**config.mk**
```make
export PLATFORM = sky130hd
export DESIGN_NAME = alu_decoder
export DESIGN_NICKNAME = d
export VERILOG_FILES = /design/src/mips_isa_pkg.sv /design/src/alu_pkg.sv /design/src/alu_decoder.sv
export SDC_FILE = /design/constraint.sdc
export NUM_CORES = 1
export LEC_CHECK = 0
export BUFFER_PORTS_ARGS = -buffer_cell sky130_fd_sc_hd__buf_2
export CAP_MARGIN = 20
export CORE_MARGIN = 3
export CORE_UTILIZATION = 40
export DETAILED_ROUTE_END_ITERATION = 7
export GPL_TIMING_DRIVEN = 0
export PLACE_DENSITY = 0.85
export SYNTH_ARGS = -nofsm -noshare
export SYNTH_HDL_FRONTEND = slang
export SYNTH_SLANG_ARGS = --single-unit
```
**constraint.sdc**
```tcl
create_clock -name vclk -period 1.6
set_input_delay 0.16 -clock vclk [all_inputs]
set_output_delay 0.16 -clock vclk [all_outputs]
set_load 0.005 [all_outputs]
```
**src/mips_isa_pkg.sv**
```systemverilog
`default_nettype none

package mips_isa_pkg;

	// Primary opcodes
	localparam logic [5:0] OP_RTYPE  = 6'h00;
	localparam logic [5:0] OP_REGIMM = 6'h01;  // BLTZ / BGEZ, selected by rt
	localparam logic [5:0] OP_BEQ    = 6'h04;
	localparam logic [5:0] OP_BNE    = 6'h05;
	localparam logic [5:0] OP_BLEZ   = 6'h06;
	localparam logic [5:0] OP_BGTZ   = 6'h07;
	localparam logic [5:0] OP_ADDIU  = 6'h09;
	localparam logic [5:0] OP_SLTI   = 6'h0a;
	localparam logic [5:0] OP_SLTIU  = 6'h0b;
	localparam logic [5:0] OP_ANDI   = 6'h0c;
	localparam logic [5:0] OP_ORI    = 6'h0d;
	localparam logic [5:0] OP_XORI   = 6'h0e;
	localparam logic [5:0] OP_LUI    = 6'h0f;

	// REGIMM rt field
	localparam logic [4:0] RT_BLTZ = 5'h00;
	localparam logic [4:0] RT_BGEZ = 5'h01;

	// R-type function codes
	localparam logic [5:0] FN_SLL   = 6'h00;
	localparam logic [5:0] FN_SRL   = 6'h02;
	localparam logic [5:0] FN_SRA   = 6'h03;
	localparam logic [5:0] FN_SLLV  = 6'h04;
	localparam logic [5:0] FN_SRLV  = 6'h06;
	localparam logic [5:0] FN_SRAV  = 6'h07;
	localparam logic [5:0] FN_JR    = 6'h08;
	localparam logic [5:0] FN_MFHI  = 6'h10;
	localparam logic [5:0] FN_MFLO  = 6'h12;
	localparam logic [5:0] FN_MULT  = 6'h18;
	localparam logic [5:0] FN_MULTU = 6'h19;
	localparam logic [5:0] FN_DIV   = 6'h1a;
	localparam logic [5:0] FN_DIVU  = 6'h1b;
	localparam logic [5:0] FN_ADDU  = 6'h21;
	localparam logic [5:0] FN_SUBU  = 6'h23;
	localparam logic [5:0] FN_AND   = 6'h24;
	localparam logic [5:0] FN_OR    = 6'h25;
	localparam logic [5:0] FN_XOR   = 6'h26;
	localparam logic [5:0] FN_NOR   = 6'h27;
	localparam logic [5:0] FN_SLT   = 6'h2a;
	localparam logic [5:0] FN_SLTU  = 6'h2b;

	typedef struct packed {
		logic [5:0] opcode;
		logic [4:0] rs;
		logic [4:0] rt;
		logic [4:0] rd;
		logic [4:0] shamt;
		logic [5:0] funct;
	} rtype_t;

	typedef struct packed {
		logic [5:0]  opcode;
		logic [4:0]  rs;
		logic [4:0]  rt;
		logic [15:0] imm16;
	} itype_t;

	// Same 32-bit word, two field layouts
	typedef union packed {
		rtype_t r;
		itype_t i;
	} instr_u;

endpackage

`default_nettype wire

```
**src/alu_pkg.sv**
```systemverilog
`default_nettype none

package alu_pkg;

	typedef enum logic [4:0] {
		ALU_AND,
		ALU_OR,
		ALU_XOR,
		ALU_NOR,
		ALU_ADDU,
		ALU_SUBU,
		ALU_SLTU,
		ALU_SLT,
		ALU_SLL,
		ALU_SLLV,
		ALU_SRA,
		ALU_SRL,
		ALU_SRAV,
		ALU_SRLV,
		ALU_LUI,
		ALU_PASS_A,  // JR
		ALU_BLTZ,
		ALU_BGEZ,
		ALU_BGTZ,
		ALU_BLEZ,
		ALU_BEQZ,
		ALU_BNEZ,
		ALU_MULT,
		ALU_MULTU,
		ALU_DIV,
		ALU_DIVU,
		ALU_MFHI,
		ALU_MFLO,
		ALU_NOP
	} alu_op_e;

	typedef struct packed {
		alu_op_e     op;
		logic        use_imm;  // B from imm_val instead of rt
		logic [31:0] imm_val;
		logic [4:0]  shamt;    // Fixed shift distance
	} alu_ctl_t;

	typedef struct packed {
		logic                 valid;
		mips_isa_pkg::instr_u instr;
		logic [31:0]          rs_val;
		logic [31:0]          rt_val;
	} exec_req_t;

	typedef struct packed {
		logic        valid;
		logic [31:0] result;
		logic        zero;
	} exec_rsp_t;

	localparam int MUL_LATENCY = 2;   // Issue to HI/LO holding the product
	localparam int DIV_CYCLES  = 33;  // 32 quotient bits plus sign fixup

endpackage

`default_nettype wire

```
**src/alu_decoder.sv**
```systemverilog
`timescale 1ns/100ps
`default_nettype none

module alu_decoder (
	input  mips_isa_pkg::instr_u instr,
	output alu_pkg::alu_ctl_t    ctl
);
	import mips_isa_pkg::*;
	import alu_pkg::*;

	logic [31:0] imm_sext;
	logic [31:0] imm_zext;
	logic [31:0] imm_upper;

	assign imm_sext  = {{16{instr.i.imm16[15]}}, instr.i.imm16};
	assign imm_zext  = {16'b0, instr.i.imm16};
	assign imm_upper = {instr.i.imm16, 16'b0};  // LUI placement

	always_comb begin
		ctl.op      = ALU_NOP;
		ctl.use_imm = 1'b0;
		ctl.imm_val = imm_sext;
		ctl.shamt   = 5'd0;
		if (instr.r.opcode == OP_RTYPE) begin
			case (instr.r.funct)
				FN_AND:   ctl.op = ALU_AND;
				FN_OR:    ctl.op = ALU_OR;
				FN_XOR:   ctl.op = ALU_XOR;
				FN_NOR:   ctl.op = ALU_NOR;
				FN_ADDU:  ctl.op = ALU_ADDU;
				FN_SUBU:  ctl.op = ALU_SUBU;
				FN_SLT:   ctl.op = ALU_SLT;
				FN_SLTU:  ctl.op = ALU_SLTU;
				FN_SLLV:  ctl.op = ALU_SLLV;
				FN_SRLV:  ctl.op = ALU_SRLV;
				FN_SRAV:  ctl.op = ALU_SRAV;
				FN_JR:    ctl.op = ALU_PASS_A;
				FN_MULT:  ctl.op = ALU_MULT;
				FN_MULTU: ctl.op = ALU_MULTU;
				FN_DIV:   ctl.op = ALU_DIV;
				FN_DIVU:  ctl.op = ALU_DIVU;
				FN_MFHI:  ctl.op = ALU_MFHI;
				FN_MFLO:  ctl.op = ALU_MFLO;
				FN_SLL: begin
					ctl.op    = ALU_SLL;
					ctl.shamt = instr.r.shamt;
				end
				FN_SRL: begin
					ctl.op    = ALU_SRL;
					ctl.shamt = instr.r.shamt;
				end
				FN_SRA: begin
					ctl.op    = ALU_SRA;
					ctl.shamt = instr.r.shamt;
				end
				default:  ctl.op = ALU_NOP;
			endcase
		end else begin
			ctl.use_imm = 1'b1;  // Cleared again for the branches
			case (instr.i.opcode)
				OP_ADDIU: ctl.op = ALU_ADDU;
				OP_SLTI:  ctl.op = ALU_SLT;
				OP_SLTIU: ctl.op = ALU_SLTU;  // Sign extended, compared unsigned
				OP_ANDI: begin
					ctl.op      = ALU_AND;
					ctl.imm_val = imm_zext;
				end
				OP_ORI: begin
					ctl.op      = ALU_OR;
					ctl.imm_val = imm_zext;
				end
				OP_XORI: begin
					ctl.op      = ALU_XOR;
					ctl.imm_val = imm_zext;
				end
				OP_LUI: begin
					ctl.op      = ALU_LUI;
					ctl.imm_val = imm_upper;
				end
				OP_REGIMM: begin
					ctl.use_imm = 1'b0;
					case (instr.i.rt)
						RT_BLTZ: ctl.op = ALU_BLTZ;
						RT_BGEZ: ctl.op = ALU_BGEZ;
						default: ctl.op = ALU_NOP;
					endcase
				end
				OP_BGTZ: begin
					ctl.op      = ALU_BGTZ;
					ctl.use_imm = 1'b0;
				end
				OP_BLEZ: begin
					ctl.op      = ALU_BLEZ;
					ctl.use_imm = 1'b0;
				end
				OP_BEQ: begin
					ctl.op      = ALU_BEQZ;
					ctl.use_imm = 1'b0;
				end
				OP_BNE: begin
					ctl.op      = ALU_BNEZ;
					ctl.use_imm = 1'b0;
				end
				default: begin
					ctl.op      = ALU_NOP;
					ctl.use_imm = 1'b0;
				end
			endcase
		end
	end

endmodule

`default_nettype wire

```
Word-level counts from Yosys, hierarchy flattened
Index checks and enable logic that the tools add are counted.
{"block": "word_totals", "latch_bits": 0, "in_bits": 32, "ramBits": 0, "regBits": 0, "mem_count": 0, "output_inout_bits": 43, "mem_bits_ro": 0, "wordCells": 48}
{"block": "op_classes", "bitwise": 0, "reduce_logical": 6, "order_cmp": 0, "eq_ne": 33, "n_mux": 9, "n_addsub": 0, "n_shift": 0, "multipliers": 0, "div": 0}
{"cell": "$pmux 5 s21", "n": 1}
{"cell": "$pmux 32 s2", "n": 1}
{"cell": "$pmux 5 s12", "n": 1}
{"cell": "$eq 6x4->1 const B", "n": 8}
{"cell": "$eq 6x6->1 const B", "n": 8}
{"cell": "$eq 6x3->1 const B", "n": 7}
{"cell": "$eq 6x5->1 const B", "n": 6}
{"cell": "$mux 33", "n": 1}
{"cell": "$mux 5", "n": 3}
{"cell": "$eq 6x2->1 const B", "n": 2}
{"cell": "$logic_not 6->1", "n": 2}
{"cell": "$pmux 4 s2", "n": 1}
{"cell": "$reduce_or 7->1", "n": 1}
{"cell": "$eq 6x1->1 const B", "n": 1}
{"cell": "$reduce_or 3->1", "n": 2}
{"cell": "$eq 5x1->1 const B", "n": 1}
{"cell": "$logic_not 5->1", "n": 1}
{"cell": "$mux 1", "n": 1}

Logic depth before layout (Yosys ltp)
{"block": "depth", "word_depth": 4, "depth_mapped": 7, "depth_no_buf": 4}

Worst setup path after synthesis
Ideal clock, no wire load.
{"block": "synth_timing", "path_kind": "input -> output", "from": "input instr[31] (netlist bit)", "to": "output ctl[0] (netlist bit)", "arrival_time_ps": 1203, "setup_slack_ps": 237, "path_stages": 5, "t_required_ps": 1440, "path_buffers": 1, "path_cell_list": "or2_1 -> buf_6 -> nor4_4 -> o2111a_2 -> and2_1"}
{"item": "from (decl)", "line_no": "alu_decoder.sv:5", "text": "input mips_isa_pkg::instr_u instr,"}
{"item": "to (decl)", "line_no": "alu_decoder.sv:6", "text": "output alu_pkg::alu_ctl_t ctl"}

==> metrics.md <==
| Metric | Value |
|---|---|
| Hold Crit Class | `in -> out` |
| Switching Fraction | `50.5%` |
| Die ar. | `2700 um^2` |
| FP Rows | `15` |
| Core area | `1860 um^2` |
| Post-route minimum period | `1.61 ns` |
| DRT antenna net count | `0` |
| Combinational share of power | `100.0%` |
| Crit end category | `primary output` |
| Starting Density | `45.5%` |
| P_int | `0.160 mW` |
| Initial DRC count | `25` |
| Slew HR | `69.3%` |
| Required time of the critical path | `1.44 ns` |
| Yosys top cell area share | `15.1%` |
| Sequential fraction of the synthesis area | `0%` |
| First-pass GRT wire length | `4.99 mm` |
| Violated checks | `negative setup slack` |
| NetSw | `0.163 mW` |
| Hold buffers post-CTS | `0` |
| RD Place Congestion | `0.856` |
| Post-Syn Area | `845 um^2` |
| Num ports | `75` |
| Pleak | `0.766 nW` |
| N_diodes | `0` |
| Synthesized area per cell | `6.76 um^2` |
| Drt pass-1 iters | `5` |
| Upper clock frequency limit | `0.619 GHz` |
| RSZ-0062 raised after global routing | `true` |
| Slew @ Worst Pin | `0.461 ns` |
| Total track usage | `22.5%` |
| Pwr dens | `227 nW/um^2` |
| Final Util | `76.4%` |
| Critical path's top delay family | `buffers and inverters` |
| Highest-delay cell along the critical path | `or2_1` |
| Initial antenna violation count | `0` |
| Reg power frac | `0%` |
| Cell Chain, Critical Path | `buf_6 -> or2_1 -> buf_6 -> nor2_2 -> and3_1 -> buf_6 -> buf_4 -> a21o_1 -> buf_2` |
| CP bufs+invs | `5` |
| Vias | `1281` |
| Die width | `52.0 um` |
| Setup WS pre-CTS | `-0.0738 ns` |
| Max-cap viol count | `0` |
| Setup ws final | `-0.0143 ns` |
| Post-DR wirelength/cell | `15.2 um` |
| Tcrit/Tclk final | `101%` |
| Layout clock buffer count | `0` |
| Ranking of synthesized cells by area | `a21o_1, nor2b_1, buf_2` |
| # setup viols final | `7` |
| Distinct cells, synth | `50` |
| Post-DP HPWL | `2.38 mm` |
| Synthesized instance count | `125` |
| Most frequent CP cell | `buf_6` |
| CP max stage delay | `0.22 ns` |
| Clock Power Share | `0%` |
| Overflow after GRT | `0` |
| Hold_ws | `0.605 ns` |
| Yosys Warn Count | `0` |
| Post-synth top area cell | `a21o_1` |
| P&R area growth vs syn | `68.1%` |
| Layout net count | `234` |
| Critical path arrival | `1.45 ns` |
| Layout cells sized above 1 | `53.0%` |
| Routed wire length | `3.42 mm` |
| FFs & Latches | `0` |
| Register area | `0 um^2` |
| Kind of critical path | `in -> out` |
| Peak fanout along the critical path | `7` |
| Vias per cell | `5.69` |
| Post-Syn Nets | `157` |
| Chip height | `52.0 um` |
| # port buffers | `69` |
| Status | `finished with violations` |
| Largest net degree at the start of global routing | `11` |
| Final Hold Vio Count | `0` |
| CP Launch Type | `primary input` |
| DR DRC count | `0` |
| Number of global-route vias before repair | `1111` |
| Slew Viols, Final | `0` |
| VDD IR max | `0.000161 V` |
## placed cells by master, fill, tap and decap left out, drive strengths merged, types with 3 or more instances in the layout
master | netlist | layout
a21o | 17 | 17
o21ai | 5 | 5
nor2 | 7 | 7
nand2b | 3 | 3
buf | 10 | 84
inv | 3 | 3
and3 | 3 | 3
a31oi | 4 | 4
nand2 | 3 | 3
clkbuf | 4 | 5
nand3 | 3 | 3
nor2b | 17 | 17
nor3 | 3 | 3
and2 | 5 | 5
## final timing paths
kind | from | endpoint | slack, ns | cells after the start
worst max-delay path | instr[30] | ctl[34] | -0.01 | 9
worst min-delay path | instr[13] | ctl[34] | 0.61 | 3
## power groups by stage
stage | Clock (mW) | Combinational, mW | Sequential, mW
2_1_floorplan | 0 | 0.154 | 0
3_3_place_gp | 0 | 0.271 | 0
3_5_place_dp | 0 | 0.279 | 0
4_1_cts | 0 | 0.283 | 0
5_1_grt | 0 | 0.353 | 0
6_report | 0 | 0.323 | 0
## timing repair
item                                    in CTS  in global routing
resized for setup                            6                 38
pin swaps                                    1                  7
buffers inserted                             1                  3
cloned                                       0                  2
hold endpoints to repair                     0                  0
endpoints found under the setup margin      32                 36
## layer usage
metal / vias up / share of wire [%] / GRT usage [%]
li1: 621 / - / -
met1: 594 / 42 / 30.1
met2: 60 / 51 / 40.0
met3: 6 / 6.6 / 0.573
met4: 0 / 0.99 / 3.93
met5: - / 0 / 0
## logic make-up after synthesis
group	Yosys count	synth area share [%]
simple gates	58	44.0
compound gates	49	44.4
buf+inv	17	10.4
mux	1	1.19
## synth_stat cells, types with 2 or more instances
master	instances
clkbuf_1	4
nand3_1	3
nor2_1	7
o22ai_1	2
a21o_1	17
nor2b_1	17
inv_1	3
and2_1	5
buf_4	2
and4b_1	2
buf_2	7
o211ai_1	2
nor4bb_1	2
nand2_1	3
a31oi_1	4
and3_1	3
nor3_1	3
o21ai_0	4
nand4b_1	2
nand2b_1	3
## layout make-up
cell class	instances	area (um^2)
plain buffers	14	118
fillers	153	438
inverters	3	11.3
multi-input cells	108	836
well taps	25	31.3
repair buffers	75	424
## through the flow
step | cells | instance area [um^2] | TNS, ns | power, mW
2_1_floorplan | 125 | 845 | 0 | 0.154
3_3_place_gp | 219 | 1220 | -0.283 | 0.271
3_5_place_dp | 219 | 1220 | -1.11 | 0.279
4_1_cts | 220 | 1240 | 0 | 0.283
5_1_grt | 225 | 1420 | -0.956 | 0.353
6_report | 225 | 1420 | -0.0623 | 0.323
No activity file was read; power rests on OpenSTA's default activity.
