**config.mk**
```make
export PLATFORM = sky130hd
export DESIGN_NAME = muldiv_unit
export DESIGN_NICKNAME = d
export VERILOG_FILES = /design/src/mips_isa_pkg.sv /design/src/alu_pkg.sv /design/src/muldiv_unit.sv
export SDC_FILE = /design/constraint.sdc
export NUM_CORES = 2
export LEC_CHECK = 0
export BUFFER_PORTS_ARGS = -buffer_cell sky130_fd_sc_hd__clkbuf_2
export CAP_MARGIN = 30
export CORE_MARGIN = 2
export CORE_UTILIZATION = 60
export DETAILED_ROUTE_END_ITERATION = 16
export PLACE_DENSITY = 0.8
export SLEW_MARGIN = 40
export SYNTH_ARGS = -nofsm -noshare
export SYNTH_HDL_FRONTEND = slang
export SYNTH_SLANG_ARGS = --single-unit
export TNS_END_PERCENT = 20
```
**constraint.sdc**
```tcl
create_clock -name clk -period 11.85 [get_ports clk]
set_input_delay 1.7775 -clock clk [delete_from_list [all_inputs] [get_ports clk]]
set_output_delay 1.7775 -clock clk [all_outputs]
set_load 0.03 [all_outputs]
```
**src/mips_isa_pkg.sv**
```systemverilog
`default_nettype none

package mips_isa_pkg;

	// Primary opcodes
	localparam logic [5:0] OP_RTYPE  = 6'h00;
	localparam logic [5:0] OP_REGIMM = 6'h01;  // BLTZ / BGEZ, selected by rt
	localparam logic [5:0] OP_BEQ    = 6'h04;
	localparam logic [5:0] OP_BNE    = 6'h05;
	localparam logic [5:0] OP_BLEZ   = 6'h06;
	localparam logic [5:0] OP_BGTZ   = 6'h07;
	localparam logic [5:0] OP_ADDIU  = 6'h09;
	localparam logic [5:0] OP_SLTI   = 6'h0a;
	localparam logic [5:0] OP_SLTIU  = 6'h0b;
	localparam logic [5:0] OP_ANDI   = 6'h0c;
	localparam logic [5:0] OP_ORI    = 6'h0d;
	localparam logic [5:0] OP_XORI   = 6'h0e;
	localparam logic [5:0] OP_LUI    = 6'h0f;

	// REGIMM rt field
	localparam logic [4:0] RT_BLTZ = 5'h00;
	localparam logic [4:0] RT_BGEZ = 5'h01;

	// R-type function codes
	localparam logic [5:0] FN_SLL   = 6'h00;
	localparam logic [5:0] FN_SRL   = 6'h02;
	localparam logic [5:0] FN_SRA   = 6'h03;
	localparam logic [5:0] FN_SLLV  = 6'h04;
	localparam logic [5:0] FN_SRLV  = 6'h06;
	localparam logic [5:0] FN_SRAV  = 6'h07;
	localparam logic [5:0] FN_JR    = 6'h08;
	localparam logic [5:0] FN_MFHI  = 6'h10;
	localparam logic [5:0] FN_MFLO  = 6'h12;
	localparam logic [5:0] FN_MULT  = 6'h18;
	localparam logic [5:0] FN_MULTU = 6'h19;
	localparam logic [5:0] FN_DIV   = 6'h1a;
	localparam logic [5:0] FN_DIVU  = 6'h1b;
	localparam logic [5:0] FN_ADDU  = 6'h21;
	localparam logic [5:0] FN_SUBU  = 6'h23;
	localparam logic [5:0] FN_AND   = 6'h24;
	localparam logic [5:0] FN_OR    = 6'h25;
	localparam logic [5:0] FN_XOR   = 6'h26;
	localparam logic [5:0] FN_NOR   = 6'h27;
	localparam logic [5:0] FN_SLT   = 6'h2a;
	localparam logic [5:0] FN_SLTU  = 6'h2b;

	typedef struct packed {
		logic [5:0] opcode;
		logic [4:0] rs;
		logic [4:0] rt;
		logic [4:0] rd;
		logic [4:0] shamt;
		logic [5:0] funct;
	} rtype_t;

	typedef struct packed {
		logic [5:0]  opcode;
		logic [4:0]  rs;
		logic [4:0]  rt;
		logic [15:0] imm16;
	} itype_t;

	// Same 32-bit word, two field layouts
	typedef union packed {
		rtype_t r;
		itype_t i;
	} instr_u;

endpackage

`default_nettype wire

```
**src/alu_pkg.sv**
```systemverilog
`default_nettype none

package alu_pkg;

	typedef enum logic [4:0] {
		ALU_AND,
		ALU_OR,
		ALU_XOR,
		ALU_NOR,
		ALU_ADDU,
		ALU_SUBU,
		ALU_SLTU,
		ALU_SLT,
		ALU_SLL,
		ALU_SLLV,
		ALU_SRA,
		ALU_SRL,
		ALU_SRAV,
		ALU_SRLV,
		ALU_LUI,
		ALU_PASS_A,  // JR
		ALU_BLTZ,
		ALU_BGEZ,
		ALU_BGTZ,
		ALU_BLEZ,
		ALU_BEQZ,
		ALU_BNEZ,
		ALU_MULT,
		ALU_MULTU,
		ALU_DIV,
		ALU_DIVU,
		ALU_MFHI,
		ALU_MFLO,
		ALU_NOP
	} alu_op_e;

	typedef struct packed {
		alu_op_e     op;
		logic        use_imm;  // B from imm_val instead of rt
		logic [31:0] imm_val;
		logic [4:0]  shamt;    // Fixed shift distance
	} alu_ctl_t;

	typedef struct packed {
		logic                 valid;
		mips_isa_pkg::instr_u instr;
		logic [31:0]          rs_val;
		logic [31:0]          rt_val;
	} exec_req_t;

	typedef struct packed {
		logic        valid;
		logic [31:0] result;
		logic        zero;
	} exec_rsp_t;

	localparam int MUL_LATENCY = 2;   // Issue to HI/LO holding the product
	localparam int DIV_CYCLES  = 33;  // 32 quotient bits plus sign fixup

endpackage

`default_nettype wire

```
**src/muldiv_unit.sv**
```systemverilog
`timescale 1ns/100ps
`default_nettype none

module muldiv_unit (
	input  logic             clk,
	input  logic             rst,
	input  logic             start,
	input  alu_pkg::alu_op_e op,
	input  logic [31:0]      a,
	input  logic [31:0]      b,
	output logic             busy,
	output logic [31:0]      hi,
	output logic [31:0]      lo
);
	import alu_pkg::*;

	logic        is_mul;
	logic        is_div;
	logic        is_signed;
	logic [63:0] mul_a;       // Extended to 64 bits per signedness
	logic [63:0] mul_b;
	logic [63:0] mul_prod;    // Stage 1 product
	logic        mul_vld;
	logic [5:0]  busy_cnt;
	logic        div_act;
	logic        div_last;
	logic [31:0] div_rem;
	logic [31:0] div_quo;     // Dividend shifts out, quotient shifts in
	logic [31:0] div_dvs;
	logic        div_neg_q;
	logic        div_neg_r;
	logic        div_by_zero;
	logic [32:0] div_shift;
	logic [32:0] div_diff;
	logic        div_ge;

	assign is_mul    = (op == ALU_MULT) || (op == ALU_MULTU);
	assign is_div    = (op == ALU_DIV) || (op == ALU_DIVU);
	assign is_signed = (op == ALU_MULT) || (op == ALU_DIV);
	assign mul_a     = {(is_signed ? {32{a[31]}} : 32'b0), a};
	assign mul_b     = {(is_signed ? {32{b[31]}} : 32'b0), b};
	assign busy      = (busy_cnt != 6'd0);
	assign div_last  = div_act && (busy_cnt == 6'd1);

	// One restoring step
	assign div_shift = {div_rem, div_quo[31]};
	assign div_diff  = div_shift - {1'b0, div_dvs};
	assign div_ge    = (div_shift >= {1'b0, div_dvs});

	always_ff @(posedge clk) begin
		if (rst) begin
			busy_cnt <= 6'd0;
			div_act  <= 1'b0;
			mul_vld  <= 1'b0;
		end else begin
			mul_vld <= start && is_mul;
			if (start && is_mul) begin
				busy_cnt <= 6'(MUL_LATENCY);
			end else if (start && is_div) begin
				busy_cnt <= 6'(DIV_CYCLES);
			end else if (busy) begin
				busy_cnt <= busy_cnt - 6'd1;
			end
			if (start && is_div) begin
				div_act <= 1'b1;
			end else if (div_last) begin
				div_act <= 1'b0;
			end
		end
	end

	always_ff @(posedge clk) begin
		if (start && is_mul) begin
			mul_prod <= mul_a * mul_b;  // Low 64 bits are right for both signs
		end
		if (start && is_div) begin
			div_rem     <= 32'd0;
			div_quo     <= (is_signed && a[31]) ? -a : a;
			div_dvs     <= (is_signed && b[31]) ? -b : b;
			div_neg_q   <= is_signed && (a[31] ^ b[31]);
			div_neg_r   <= is_signed && a[31];
			div_by_zero <= (b == 32'd0);
		end else if (div_act && !div_last) begin
			div_rem <= div_ge ? div_diff[31:0] : div_shift[31:0];
			div_quo <= {div_quo[30:0], div_ge};
		end
	end

	// A zero divisor leaves the dividend magnitude in div_rem
	always_ff @(posedge clk) begin
		if (rst) begin
			hi <= 32'd0;
			lo <= 32'd0;
		end else if (mul_vld) begin
			hi <= mul_prod[63:32];
			lo <= mul_prod[31:0];
		end else if (div_last) begin
			hi <= div_neg_r ? -div_rem : div_rem;
			lo <= div_by_zero ? 32'hffff_ffff : (div_neg_q ? -div_quo : div_quo);
		end
	end

	a_no_start_in_div: assert property (
		@(posedge clk) disable iff (rst) start |-> !div_act
	) else $error("muldiv start during active divide");

	a_div_busy_len: assert property (
		@(posedge clk) disable iff (rst)
		(start && is_div) |=> busy [*DIV_CYCLES] ##1 !busy
	) else $error("divide busy length wrong");

endmodule

`default_nettype wire

```
After elaboration in Yosys (flattened, before gate mapping)
Cells that the tools add are included.
W data, S select, Z words.
{"block": "word_totals", "ff_bits": 235, "latch_bits": 0, "mem_bits_rw": 0, "mem_bits_ro": 0, "inputBits": 72, "output_inout_bits": 65, "word_cells": 67, "n_memories": 0}
{"block": "op_classes", "n_addsub": 6, "multipliers": 1, "div_mod_pow": 0, "order_cmp": 1, "n_eq_ne": 5, "shifts": 0, "n_mux": 19, "bitwise": 1, "n_reduce_logical": 20}
{"operator": "$mux W32", "n": 14}
{"operator": "$neg A32 Y32", "n": 4}
{"operator": "$mul A64 B64 Y64", "n": 1}
{"operator": "$ge A33 B32 Y1", "n": 1}
{"operator": "$logic_not A32 Y1", "n": 1}
{"operator": "$sub A32 B32 Y32", "n": 1}
{"operator": "$eq A5 B5 Y1 const B", "n": 4}
{"operator": "$mux W6", "n": 2}
{"operator": "$reduce_bool A2 Y1", "n": 4}
{"operator": "$logic_and A1 B1 Y1", "n": 7}
{"operator": "$eq A6 B1 Y1 const B", "n": 1}
{"operator": "$reduce_bool A6 Y1", "n": 1}
{"operator": "$sub A6 B1 Y6 const B", "n": 1}
{"operator": "$logic_or A1 B1 Y1", "n": 3}
{"operator": "$reduce_bool A3 Y1", "n": 1}
{"operator": "$reduce_or A3 Y1", "n": 1}
{"operator": "$mux W1", "n": 2}
{"operator": "$mux W2", "n": 1}
{"operator": "$reduce_or A2 Y1", "n": 1}
{"operator": "$logic_not A1 Y1", "n": 1}
{"operator": "$xor A1 B1 Y1", "n": 1}

Logic depth before layout (Yosys ltp)
{"block": "logic_depth", "depth_word": 6, "mapped_depth": 37, "depth_no_buf": 34}

Worst setup path after synthesis
Ideal clock, no wire load.
{"block": "synth_path", "path_kind": "input to register", "startpoint": "input port op[1]", "endpoint": "register mul_prod[63] (data pin)", "setup_time_ps": 176, "t_arrival_ps": 11228, "required_ps": 11674, "slack_ps": 446, "cell_stages": 33, "path_buffers": 3, "cell_sequence": "or3b_2 a21oi_2 nand2_1 inv_1 clkbuf_1 buf_1 nand2_1 fa_1 inv_1 fa_1 fa_1 inv_1 fa_1 inv_1 fa_1 fa_1 fa_1 fa_1 fa_1 inv_1 fa_1 inv_1 ha_1 clkbuf_1 a21oi_1 o21bai_1 a21oi_1 o21bai_1 a21oi_1 nand2_1 a211oi_1 o311ai_0 nor4_1"}
{"block": "synth_between", "elab_chain_cells": 4, "elab_cells_between_ends": 6, "classes_between": "mul (1); eq/ne (2); mux (2); reduce/logical (1)"}
{"item": "start: declaration", "line_no": "muldiv_unit.sv:8", "text": "input alu_pkg::alu_op_e op,"}
{"item": "$eq A5 B5 Y1", "line_no": "muldiv_unit.sv:39", "text": "assign is_signed = (op == ALU_MULT) || (op == ALU_DIV);"}
{"item": "$logic_or A1 B1 Y1 *", "line_no": "muldiv_unit.sv:39"}
{"item": "$mux W32, on equally long branches", "line_no": "muldiv_unit.sv:40, muldiv_unit.sv:41"}
{"item": "$mul A64 B64 Y64 *", "line_no": "muldiv_unit.sv:74", "text": "mul_prod <= mul_a * mul_b;"}
{"item": "end signal: assignment", "line_no": "muldiv_unit.sv:74"}
{"item": "end: declaration", "line_no": "muldiv_unit.sv:22", "text": "logic [63:0] mul_prod;"}
Every way passes the cells marked *; elsewhere a longest branch is shown, timed or not.
A chain may end at the register's enable or synchronous reset.

Final worst setup path
Same ends and word-level chain as after synthesis.

==> results.yml <==
run_status:
  status: "complete, no violations"
grt:
  antenna_found_initial: 5
  grt_max_degree: 130
  grt_pass1_vias: 47900
  grt_pass1_wl_um: 280000
  track_usage_pct: 36.0
  overflow: 0
final_layout:
  drive_gt1_share_pct: 5.09
  syn_to_final_growth_pct: 4.51
  final_cell_mix: "inv_1, fa_1, nand2_1"
  layout_commonest_cell: "inv_1"
  finalNetCount: 8349
critical_path:
  arrival_ps: 11510
  rr_worst_depth: 12
  worstSetupStartpoint: "op[1]"
  rrSetupSlack_ps: 8070
  cpMostUsedCell: "fa_1"
  cp.required_ps: 12160
  criticalPathCategory: "in -> reg"
  r2r-start: "div_rem[0]$_SDFFE_PP0P_"
  crit_path_top_delay_cell: "fa_1"
  crit_end: "mul_prod[63]$_DFFE_PP_"
  cp_max_fo: 22
  slowest_delay_ps: 610
  crit_path_end_kind: "register"
  cp-start-kind: "input port"
  worst_r2r_endpoint: "div_rem[31]$_SDFFE_PP0P_"
worst_hold_path:
  hp-class: "reg -> reg"
placed_design:
  dp.final_hpwl_um: 148000
  gp_congestion: 1.02
  portBuffers: 136
  pre_cts_slack_ps: 160
floorplan:
  dieArea_um2: 103000
  std_cell_rows: 116
  chipWidth_um: 322
  core_um2: 100000
  start_util_pct: 60.5
  die_h_um: 322
  pin_count: 137
sta:
  hold_viol: 0
  fin_crit_sh_pct: 94.6
  min_period_ps: 11210
  fin_ws_ps: 644
  setup_viol: 0
  drv_slew: 0
  worstMarginPinSlew_ps: 940
  setup_tns_ps: 0
  slew_headroom_pct: 37.4
  rsz0062_at_grt: "false"
  fin_skew_ps: 9.64
  max_freq_mhz: 89.2
logic_synthesis:
  avgSynthCellArea_um2: 9.21
  netlist_instances: 6575
  synth_nets: 8420
  synth-edff-count: 131
  ys_seq_area_share_pct: 9.94
  synth-main-ff-cell: "edfxtp_1"
  ys_warn_count: 0
  yosys_register_bits: 235
  netlist_area_um2: 60500
  async_flop_share_pct: 0
  synthDistinctLibCells: 77
clocking:
  cts.path.max_buffers: 3
  clkTransAtPathRegs_ps: 70
  clk_latency_ps: 520
  cts.htree.levels: 1
  clock-sinks: 235
  cts-buffers-inserted: 21
  cts_tree: "built"
  cts-root-buf: "clkbuf_16"
routing:
  first_iter_violations: 4582
  dr_total_vias: 45400
  wl_per_cell_um: 23.0
  viasPerCell: 5.80
  drcViolationCount: 0
  wirelength_um: 180000
  ant_nets: 0
  dr.pass1.iters: 9
run:
  maxCapViolations: 0
per-layer routing:
metal	routed length, µm	track usage (%)	vias to the layer above
met5	200	1.28	-
met4	9250	14.2	6
met3	23700	9.81	500
met2	78800	55.5	2698
met1	68100	48.5	22900
li1	-	-	19300
kinds of logic after synthesis:
group | share of synthesized area, %
DFF | 9.94
adders and majority gates | 54.3
buffers and inverters | 12.4
AOI/OAI and AO/OA | 6.49
and+or+nand+nor | 12.8
xor gates and xnor gates | 3.77
muxes | 0.349
worst min path at each step:
| stage | from | endpoint | slack, ps | cells after the start |
|---|---|---|---|---|
| floorplan | mul_prod[62]$_DFFE_PP_ | hi[30]$_SDFFE_PP0P_ | 450 | 2 |
| global placement | mul_prod[38]$_DFFE_PP_ | hi[6]$_SDFFE_PP0P_ | 460 | 2 |
| detailed placement | mul_prod[38]$_DFFE_PP_ | hi[6]$_SDFFE_PP0P_ | 470 | 2 |
| CTS | mul_prod[38]$_DFFE_PP_ | hi[6]$_SDFFE_PP0P_ | 480 | 2 |
| global route | mul_prod[38]$_DFFE_PP_ | hi[6]$_SDFFE_PP0P_ | 520 | 2 |
| finish | mul_prod[38]$_DFFE_PP_ | hi[6]$_SDFFE_PP0P_ | 480 | 2 |
layout make-up:
type                    count  area, µm²
multi-input cells        4349      47100
fillers                  8140      36700
inverters                1632       6130
flip-flops and latches    235       6020
repair buffers            265       1780
well taps                1298       1620
clock buffers              25        541
clock inverters            13       95.1
diodes                      5       12.5
Yosys cell counts, types with 104 or more instances:
library cell,n,area share (%)
xor2_1,115,1.7
inv_1,1632,10
nand2_1,888,5.5
fa_1,1422,47
nor2_1,232,1.4
edfxtp_1,131,6.5
clkbuf_1,299,1.9
o21ai_0,129,1.1
and2_1,332,3.4
ha_1,351,7.3
xnor2_1,143,2.1
dfxtp_1,104,3.4
a21oi_1,176,1.5
sequential cells by signal, indices dropped and copies added, names as in the netlist:
signal and flops:
div_quo 32, div_rem 32, busy_cnt 6, div_neg_r 1
div_neg_q 1, div_act 1, div_dvs 32, mul_prod 64
mul_vld 1, div_by_zero 1, hi 32, lo 32
per-stage QoR:
step / hold slack [ps] / utilization, % / cells / area [µm²]
final: 483 / 63.3 / 7822 / 63300
after global routing: 519 / 63.3 / 7820 / 63300
after CTS: 480 / 63.2 / 7816 / 63200
after detailed placement: 469 / 62.6 / 7778 / 62600
after global placement: 458 / 62.5 / 7775 / 62500
after floorplan: 450 / - / 6575 / 60500
critical path: cells and delay by family:
kind,cells,cell delay [ps]
compound gates,7,1350
fa+ha+maj,11,5590
buf+inv,9,1540
simple gates,5,1230
repair_timing:
| item | 4_1_cts | 5_1_grt |
|---|---|---|
| gates resized for setup | 0 | 1 |
| setup endpoints to repair | 0 | 1 |
| endpoints found under the hold margin | 0 | 0 |
| setup buffers | 0 | 0 |
| hold buffers | 0 | 0 |
Power is not shown: default switching activity piles up to over one toggle a cycle in this logic, so the estimate is an artifact.
