## src/mips_isa_pkg.sv

```systemverilog
`default_nettype none

package mips_isa_pkg;

	// Primary opcodes
	localparam logic [5:0] OP_RTYPE  = 6'h00;
	localparam logic [5:0] OP_REGIMM = 6'h01;  // BLTZ / BGEZ, selected by rt
	localparam logic [5:0] OP_BEQ    = 6'h04;
	localparam logic [5:0] OP_BNE    = 6'h05;
	localparam logic [5:0] OP_BLEZ   = 6'h06;
	localparam logic [5:0] OP_BGTZ   = 6'h07;
	localparam logic [5:0] OP_ADDIU  = 6'h09;
	localparam logic [5:0] OP_SLTI   = 6'h0a;
	localparam logic [5:0] OP_SLTIU  = 6'h0b;
	localparam logic [5:0] OP_ANDI   = 6'h0c;
	localparam logic [5:0] OP_ORI    = 6'h0d;
	localparam logic [5:0] OP_XORI   = 6'h0e;
	localparam logic [5:0] OP_LUI    = 6'h0f;

	// REGIMM rt field
	localparam logic [4:0] RT_BLTZ = 5'h00;
	localparam logic [4:0] RT_BGEZ = 5'h01;

	// R-type function codes
	localparam logic [5:0] FN_SLL   = 6'h00;
	localparam logic [5:0] FN_SRL   = 6'h02;
	localparam logic [5:0] FN_SRA   = 6'h03;
	localparam logic [5:0] FN_SLLV  = 6'h04;
	localparam logic [5:0] FN_SRLV  = 6'h06;
	localparam logic [5:0] FN_SRAV  = 6'h07;
	localparam logic [5:0] FN_JR    = 6'h08;
	localparam logic [5:0] FN_MFHI  = 6'h10;
	localparam logic [5:0] FN_MFLO  = 6'h12;
	localparam logic [5:0] FN_MULT  = 6'h18;
	localparam logic [5:0] FN_MULTU = 6'h19;
	localparam logic [5:0] FN_DIV   = 6'h1a;
	localparam logic [5:0] FN_DIVU  = 6'h1b;
	localparam logic [5:0] FN_ADDU  = 6'h21;
	localparam logic [5:0] FN_SUBU  = 6'h23;
	localparam logic [5:0] FN_AND   = 6'h24;
	localparam logic [5:0] FN_OR    = 6'h25;
	localparam logic [5:0] FN_XOR   = 6'h26;
	localparam logic [5:0] FN_NOR   = 6'h27;
	localparam logic [5:0] FN_SLT   = 6'h2a;
	localparam logic [5:0] FN_SLTU  = 6'h2b;

	typedef struct packed {
		logic [5:0] opcode;
		logic [4:0] rs;
		logic [4:0] rt;
		logic [4:0] rd;
		logic [4:0] shamt;
		logic [5:0] funct;
	} rtype_t;

	typedef struct packed {
		logic [5:0]  opcode;
		logic [4:0]  rs;
		logic [4:0]  rt;
		logic [15:0] imm16;
	} itype_t;

	// Same 32-bit word, two field layouts
	typedef union packed {
		rtype_t r;
		itype_t i;
	} instr_u;

endpackage

`default_nettype wire

```

## src/alu_pkg.sv

```systemverilog
`default_nettype none

package alu_pkg;

	typedef enum logic [4:0] {
		ALU_AND,
		ALU_OR,
		ALU_XOR,
		ALU_NOR,
		ALU_ADDU,
		ALU_SUBU,
		ALU_SLTU,
		ALU_SLT,
		ALU_SLL,
		ALU_SLLV,
		ALU_SRA,
		ALU_SRL,
		ALU_SRAV,
		ALU_SRLV,
		ALU_LUI,
		ALU_PASS_A,  // JR
		ALU_BLTZ,
		ALU_BGEZ,
		ALU_BGTZ,
		ALU_BLEZ,
		ALU_BEQZ,
		ALU_BNEZ,
		ALU_MULT,
		ALU_MULTU,
		ALU_DIV,
		ALU_DIVU,
		ALU_MFHI,
		ALU_MFLO,
		ALU_NOP
	} alu_op_e;

	typedef struct packed {
		alu_op_e     op;
		logic        use_imm;  // B from imm_val instead of rt
		logic [31:0] imm_val;
		logic [4:0]  shamt;    // Fixed shift distance
	} alu_ctl_t;

	typedef struct packed {
		logic                 valid;
		mips_isa_pkg::instr_u instr;
		logic [31:0]          rs_val;
		logic [31:0]          rt_val;
	} exec_req_t;

	typedef struct packed {
		logic        valid;
		logic [31:0] result;
		logic        zero;
	} exec_rsp_t;

	localparam int MUL_LATENCY = 2;   // Issue to HI/LO holding the product
	localparam int DIV_CYCLES  = 33;  // 32 quotient bits plus sign fixup

endpackage

`default_nettype wire

```

## src/alu_core.sv

```systemverilog
`timescale 1ns/100ps
`default_nettype none

module alu_core (
	input  alu_pkg::alu_ctl_t ctl,
	input  logic [31:0]       a,
	input  logic [31:0]       b,
	input  logic [31:0]       hi,
	input  logic [31:0]       lo,
	output logic [31:0]       result,
	output logic              zero
);
	import alu_pkg::*;

	logic        a_neg;     // Sign of rs
	logic        a_is_zero;
	logic        a_pos;     // Strictly greater than zero
	logic        lt_signed;
	logic        lt_unsigned;
	logic [4:0]  var_sh;    // Variable shift distance
	logic [31:0] sum;
	logic [31:0] diff;

	assign a_neg       = a[31];
	assign a_is_zero   = (a == 32'b0);
	assign a_pos       = !a_neg && !a_is_zero;
	assign lt_signed   = ($signed(a) < $signed(b));
	assign lt_unsigned = (a < b);
	assign var_sh      = b[4:0];
	assign sum         = a + b;
	assign diff        = a - b;

	// Branches give 0 when taken, so zero flags the taken case
	always_comb begin
		case (ctl.op)
			ALU_AND:    result = a & b;
			ALU_OR:     result = a | b;
			ALU_XOR:    result = a ^ b;
			ALU_NOR:    result = ~(a | b);
			ALU_ADDU:   result = sum;
			ALU_SUBU:   result = diff;
			ALU_SLT:    result = {31'b0, lt_signed};
			ALU_SLTU:   result = {31'b0, lt_unsigned};
			ALU_SLL:    result = a << ctl.shamt;
			ALU_SRL:    result = a >> ctl.shamt;
			ALU_SRA:    result = $unsigned($signed(a) >>> ctl.shamt);
			ALU_SLLV:   result = a << var_sh;
			ALU_SRLV:   result = a >> var_sh;
			ALU_SRAV:   result = $unsigned($signed(a) >>> var_sh);
			ALU_LUI:    result = b;  // Already shifted up by decode
			ALU_PASS_A: result = a;
			ALU_BLTZ:   result = a_neg ? 32'd0 : 32'd1;
			ALU_BGEZ:   result = !a_neg ? 32'd0 : 32'd1;
			ALU_BGTZ:   result = a_pos ? 32'd0 : 32'd1;
			ALU_BLEZ:   result = !a_pos ? 32'd0 : 32'd1;
			ALU_BEQZ:   result = a_is_zero ? 32'd0 : 32'd1;
			ALU_BNEZ:   result = !a_is_zero ? 32'd0 : 32'd1;
			ALU_MFHI:   result = hi;
			ALU_MFLO:   result = lo;
			default:    result = 32'd0;  // Mul/div and NOP
		endcase
	end

	assign zero = (result == 32'b0);

endmodule

`default_nettype wire

```

## config.mk

```make
export PLATFORM = sky130hd
export DESIGN_NAME = alu_core
export DESIGN_NICKNAME = d
export VERILOG_FILES = /design/src/mips_isa_pkg.sv /design/src/alu_pkg.sv /design/src/alu_core.sv
export SDC_FILE = /design/constraint.sdc
export NUM_CORES = 1
export LEC_CHECK = 0
export ABC_AREA = 1
export BUFFER_PORTS_ARGS = -buffer_cell sky130_fd_sc_hd__buf_2
export CORE_MARGIN = 5
export CORE_UTILIZATION = 45
export DETAILED_ROUTE_END_ITERATION = 10
export PLACE_DENSITY = 0.68
export SLEW_MARGIN = 20
export SYNTH_ARGS = -nofsm -noshare
export SYNTH_HDL_FRONTEND = slang
export SYNTH_SLANG_ARGS = --single-unit
```

## constraint.sdc

```tcl
create_clock -name vclk -period 2.1
set_clock_uncertainty 0.05 [all_clocks]
set_input_delay 0 -clock vclk [all_inputs]
set_output_delay 0 -clock vclk [all_outputs]
set_load 0.05 [all_outputs]
```

==> parameters.txt, run 1 <==
Parameter                              Value

Synth
  Count of mapped cells out of synthesis    2,593
  Synth Area in Compound Gates    18.9%
  Synth Area in Adders    9.83%
  YS warnings    0
  Main combinational cell family by area after synthesis    simple AND/OR/NAND/NOR gates
  Cell accounting for the most synthesized area    sky130_fd_sc_hd__nand3_1
  Number of distinct library cell variants in the gate-level netlist after synthesis    51
  Top cell type's share of synthesized area    23.5%
  Mean instance size in the synthesized netlist    4.92 um^2
  Fraction of the mapped netlist area in simple logic gates    59.3%
  Fraction of synthesized area in multiplexers    0%
  Post-synthesis cell area    12,800 um^2
  Sequential area share after synthesis    0%
  Ranking of synthesized cells by area    sky130_fd_sc_hd__nand3_1 (23%), sky130_fd_sc_hd__nand2_1 (23%), sky130_fd_sc_hd__ha_1 (9.5%)
  Fraction of synthesized cell area in xor and xnor cells    0.137%
  Synthesized Nets    2,863

Run status
  First Err    [ERROR GRT-0232] Routing congestion too high. Check the congestion heatmap in the GUI.
  Result of the run    stopped before the end
  Last stage reached    global routing

Placement
  Cell area reported after detailed placement    19,400 um^2
  Port-buffer cells    171
  Estimated wirelength of the detail-placed design    74,200 um
  GP Congestion    1.33
  Worst slack, placed    -1.10 ns

Floorplanning
  Vertical die dimension    178 um
  Die Wd    178 um
  Starting utilization of the core area    45.8%
  Cell Rows    61
  I/O pin cnt    204

Global routing
  Overall fraction of global-route tracks in use    84.3%
  Largest net degree at the start of global routing    24
  GRT Residual Overflow    203

Timing
  Worst endpoint kind after the last repair    primary output
  Worst endpoint, post-GRT repair    result[3]
[cells by family after synthesis]
| logic type | Yosys count |
|---|---|
| adder cells (fa/ha/maj) | 99 |
| XOR/XNOR | 2 |
| buffers and inverters | 364 |
| AND/OR/NAND/NOR | 1728 |
| AO/OA/AOI/OAI | 400 |
[per-stage QoR]
stage / instances / TNS (ns) / utilization, % / hold slack [ns]
after floorplan: 2593 / -0.607 / - / 0.361
after detailed placement: 3747 / -18.08 / 69.8 / 0.763
after CTS: 3838 / -6.87 / 81.3 / 0.657
after global placement: 3747 / -17.62 / 69.8 / 0.757
[per-layer routing]
metal	global-route usage (%)	GRT overflow
met5	60.1	1
met4	83.3	81
met3	76.0	8
met2	94.7	95
met1	83.1	18
[timing repair]
| action | 4_1_cts |
|---|---|
| endpoints found under the setup margin | 33 |
| hold buffers | 0 |
| pin swaps | 135 |
| gates cloned | 8 |
| resized for setup | 639 |
| buffers inserted | 87 |
[cells in the mapped netlist (16+ instances only)]
library cell,count
sky130_fd_sc_hd__o211ai_1,44
sky130_fd_sc_hd__buf_2,48
sky130_fd_sc_hd__nand2_1,786
sky130_fd_sc_hd__nor3_1,28
sky130_fd_sc_hd__nand3_1,598
sky130_fd_sc_hd__a21oi_1,127
sky130_fd_sc_hd__nor2_1,225
sky130_fd_sc_hd__inv_1,225
sky130_fd_sc_hd__ha_1,97
sky130_fd_sc_hd__clkbuf_1,57
sky130_fd_sc_hd__o21ai_1,19
sky130_fd_sc_hd__nand4_1,48
sky130_fd_sc_hd__o21ai_0,113
sky130_fd_sc_hd__o22ai_1,16
==> run 2, diff against run 1 <==
--- a/config.mk
+++ b/config.mk
@@ -8,9 +8,9 @@
 export ABC_AREA = 1
 export BUFFER_PORTS_ARGS = -buffer_cell sky130_fd_sc_hd__buf_2
 export CORE_MARGIN = 5
-export CORE_UTILIZATION = 45
+export CORE_UTILIZATION = 30
 export DETAILED_ROUTE_END_ITERATION = 10
-export PLACE_DENSITY = 0.68
+export PLACE_DENSITY_LB_ADDON = 0.15
 export SLEW_MARGIN = 20
 export SYNTH_ARGS = -nofsm -noshare
 export SYNTH_HDL_FRONTEND = slang
==> constraint.sdc (replaced) <==
create_clock -name vclk -period 2.7
set_clock_uncertainty 0.05 [all_clocks]
set_input_delay 0 -clock vclk [all_inputs]
set_output_delay 0 -clock vclk [all_outputs]
set_load 0.05 [all_outputs]
==> parameters.txt, run 2 <==
Parameter                              Value

Placement
  Estimated wirelength of the detail-placed design    90,300 um
  Cell area reported after detailed placement    20,100 um^2
  Port-buffer cells    171
  GP Congestion    1.13

Timing
  Setup violators final    3
  Worst slew margin    67.8%
  Upper clock frequency limit    345 MHz
  PnR worst setup slack    -0.200 ns
  Total count of hold-check failures in the final report    0
  RSZ-0062 raised after global routing    yes
  Fin crit period    2.90 ns
  Pin slew with the least headroom to its limit    0.480 ns
  Final Max Tran Viols    0
  Period utilisation layout    107%

Drt
  Initial drt markers    3,610
  Average via count per standard cell    5.97
  WL per Instance    27.0 um
  Antenna-violating nets left    0
  Detailed-route via count    24,100
  DRC violations left    0
  First-pass iteration count of the detailed router    8
  Total Wirelength    109,000 um

Global routing
  Wire length of the first global-routing pass    151,000 um
  Number of global-route vias before repair    22,600
  GRT Residual Overflow    0
  Initial antenna violation count    4
  Overall fraction of global-route tracks in use    43.1%
  Largest net degree at the start of global routing    23

Critical path
  Levels on crit path    19
  Worst setup EP type    primary output
  Cell chain of the critical path    buf_2 -> buf_4 -> ha_1 -> buf_4 -> a21oi_1 -> o21ai_0 -> buf_4 -> a21oi_2 -> nand4_1 -> nand3_1 -> nand2_1 -> inv_1 -> nand4_1 -> nor2_4 -> nand2_2 -> nor2_4 -> nand2_2 -> nor2_4 -> buf_8
  Startpoint of the worst setup timing path    a[18]
  Critical Path RT    2.65 ns
  Kind of critical path    input pin to primary output
  Critical path endpoint    zero
  Cell with the largest stage delay on the worst path    sky130_fd_sc_hd__ha_1
  Kind of start point of the critical path    input pin
  Crit-path max FO    5
  Critical path data arrival time    2.85 ns
  Kind of cell with the highest combined delay on the critical path    simple AND/OR/NAND/NOR gates
  Worst Path Buf+Inv    6
  Highest cell delay on the worst timing path    0.25 ns

Finish
  Count of clock buffers in the final design    0
  Layout overhead on the synthesized area    81.7%
  Ratio of cells with drive above 1 in the final layout    42.9%
  Register Area    0 um^2
  Most common library cell in the layout ignoring fill and taps    sky130_fd_sc_hd__buf_4
  Number of nets in the finished design    3,771
  Filler cell count in the final layout    4,340
  Leading cell types in the layout, fill and taps excluded    sky130_fd_sc_hd__buf_4 (780), sky130_fd_sc_hd__nand2_1 (707), sky130_fd_sc_hd__nand3_1 (471)
  Finished layout cell area    23,200 um^2
  Multi-input combinational cell area    13,300 um^2
  Flip-flop and latch count    0

Pwr
  Sequential Power Share    0%
  Total power of the final layout    5.51 mW
  Peak supply drop    0.219 mV
  Int Pwr    2.22 mW
  Leakage power    11.7 nW
  Clk pwr share    0%
  Net switching power of the design    3.28 mW
  Power per unit of standard cell area    238 nW/um^2
  Combinational power share    100.0%
  Proportion of total power due to net switching    59.6%

Synth
  Number of distinct library cell variants in the gate-level netlist after synthesis    51
  Count of mapped cells out of synthesis    2,593
  YS warnings    0
  Post-synthesis cell area    12,800 um^2
  Synthesized Nets    2,863
  Ranking of synthesized cells by area    sky130_fd_sc_hd__nand3_1 (23%), sky130_fd_sc_hd__nand2_1 (23%), sky130_fd_sc_hd__ha_1 (9.5%)
  Top cell type's share of synthesized area    23.5%
  Mean instance size in the synthesized netlist    4.92 um^2
  Sequential area share after synthesis    0%
  Cell accounting for the most synthesized area    sky130_fd_sc_hd__nand3_1
  Most frequently used cell type in the post-synthesis netlist    sky130_fd_sc_hd__nand2_1
  Commonest cells in the netlist    sky130_fd_sc_hd__nand2_1 (786), sky130_fd_sc_hd__nand3_1 (598), sky130_fd_sc_hd__inv_1 (225), sky130_fd_sc_hd__nor2_1 (225), sky130_fd_sc_hd__a21oi_1 (127)

Job
  Number of violations of the max-capacitance limit    0

Floorplanning
  Die area    46,700 um^2
  I/O pin cnt    204
  Die Wd    216 um
  Cell Rows    75
  Starting utilization of the core area    30.3%
  Vertical die dimension    216 um
  Core Footprint    42,000 um^2

Run status
  Violated checks    negative setup slack
  Result of the run    complete, but fails checks

Hold path
  Min-Delay Path Class    input pin to primary output
-- run 2: cell counts after synthesis --
Identical to the previous run, type by type.
-- run 2: cell families after synthesis --
kind of cell | share of synthesized area (%)
compound gates | 18.9
fa+ha+maj | 9.83
simple gates | 59.3
xor+xnor | 0.137
buf+inv | 11.9
-- run 2: through the flow --
step	worst slack [ns]	setup TNS (ns)	instances	hold WS [ns]	utilization [%]
finish	-0.200	-0.404	4044	0.807	55.1
global route	-0.292	-0.598	4038	0.830	55.1
CTS	-0.140	-0.140	4003	0.812	51.2
detailed placement	-1.04	-4.20	3966	0.754	47.8
global placement	-1.03	-4.43	3966	0.748	47.8
floorplan	-0.00691	-0.00691	2593	0.361	-
-- run 2: tightest hold or removal path, stage by stage --
cell and delay (ns):
sky130_fd_sc_hd__buf_2 0.13, sky130_fd_sc_hd__a211oi_1 0.08, sky130_fd_sc_hd__nand2_1 0.07, sky130_fd_sc_hd__nor2_2 0.04, sky130_fd_sc_hd__buf_6 0.12, sky130_fd_sc_hd__nand3_2 0.07
sky130_fd_sc_hd__buf_4 0.10, sky130_fd_sc_hd__buf_2 0.25
-- run 2: worst min path at each step --
stage	start	endpoint	slack (ns)	cells after the start
after floorplan	ctl[41]	result[0]	0.36	3
after global placement	hi[24]	result[24]	0.75	9
after detailed placement	hi[24]	result[24]	0.75	9
after CTS	hi[27]	result[27]	0.81	11
after global routing	hi[20]	result[20]	0.83	8
final	hi[20]	result[20]	0.81	8
-- run 2: metal layers --
metal / global-route usage [%] / routed length [um] / part of all wire [%] / up-vias
met5: 0 / 19 / 0.017 / -
met4: 27.5 / 10200 / 9.3 / 2
met3: 9.06 / 13600 / 13 / 472
met1: 55.9 / 41200 / 38 / 11200
li1: - / - / - / 10600
met2: 64.9 / 44200 / 40 / 1847
-- run 2: cell type report --
cell class | count | area share (%)
well taps | 539 | 2.91
multi-input cells | 2230 | 57.5
repair buffers | 1030 | 35.5
inverters | 239 | 4.08
diodes | 6 | 0.0648
-- run 2: power groups by stage --
stage	Clock (mW)	Combinational (mW)	Sequential [mW]
finish	0.0000000617	5.51	0
global route	0	5.72	0
global placement	0	4.57	0
floorplan	0	2.08	0
CTS	0	4.92	0
detailed placement	0	4.57	0
-- run 2: what timing repair did --
item / 4_1_cts / 5_1_grt
hold buffers: 0 / 0
endpoints found under the setup margin: 23 / 32
resized for setup: 278 / 347
cloned: 5 / 2
pin swaps: 65 / 126
buffers inserted: 32 / 33
Power figures use the tool's default switching activity.
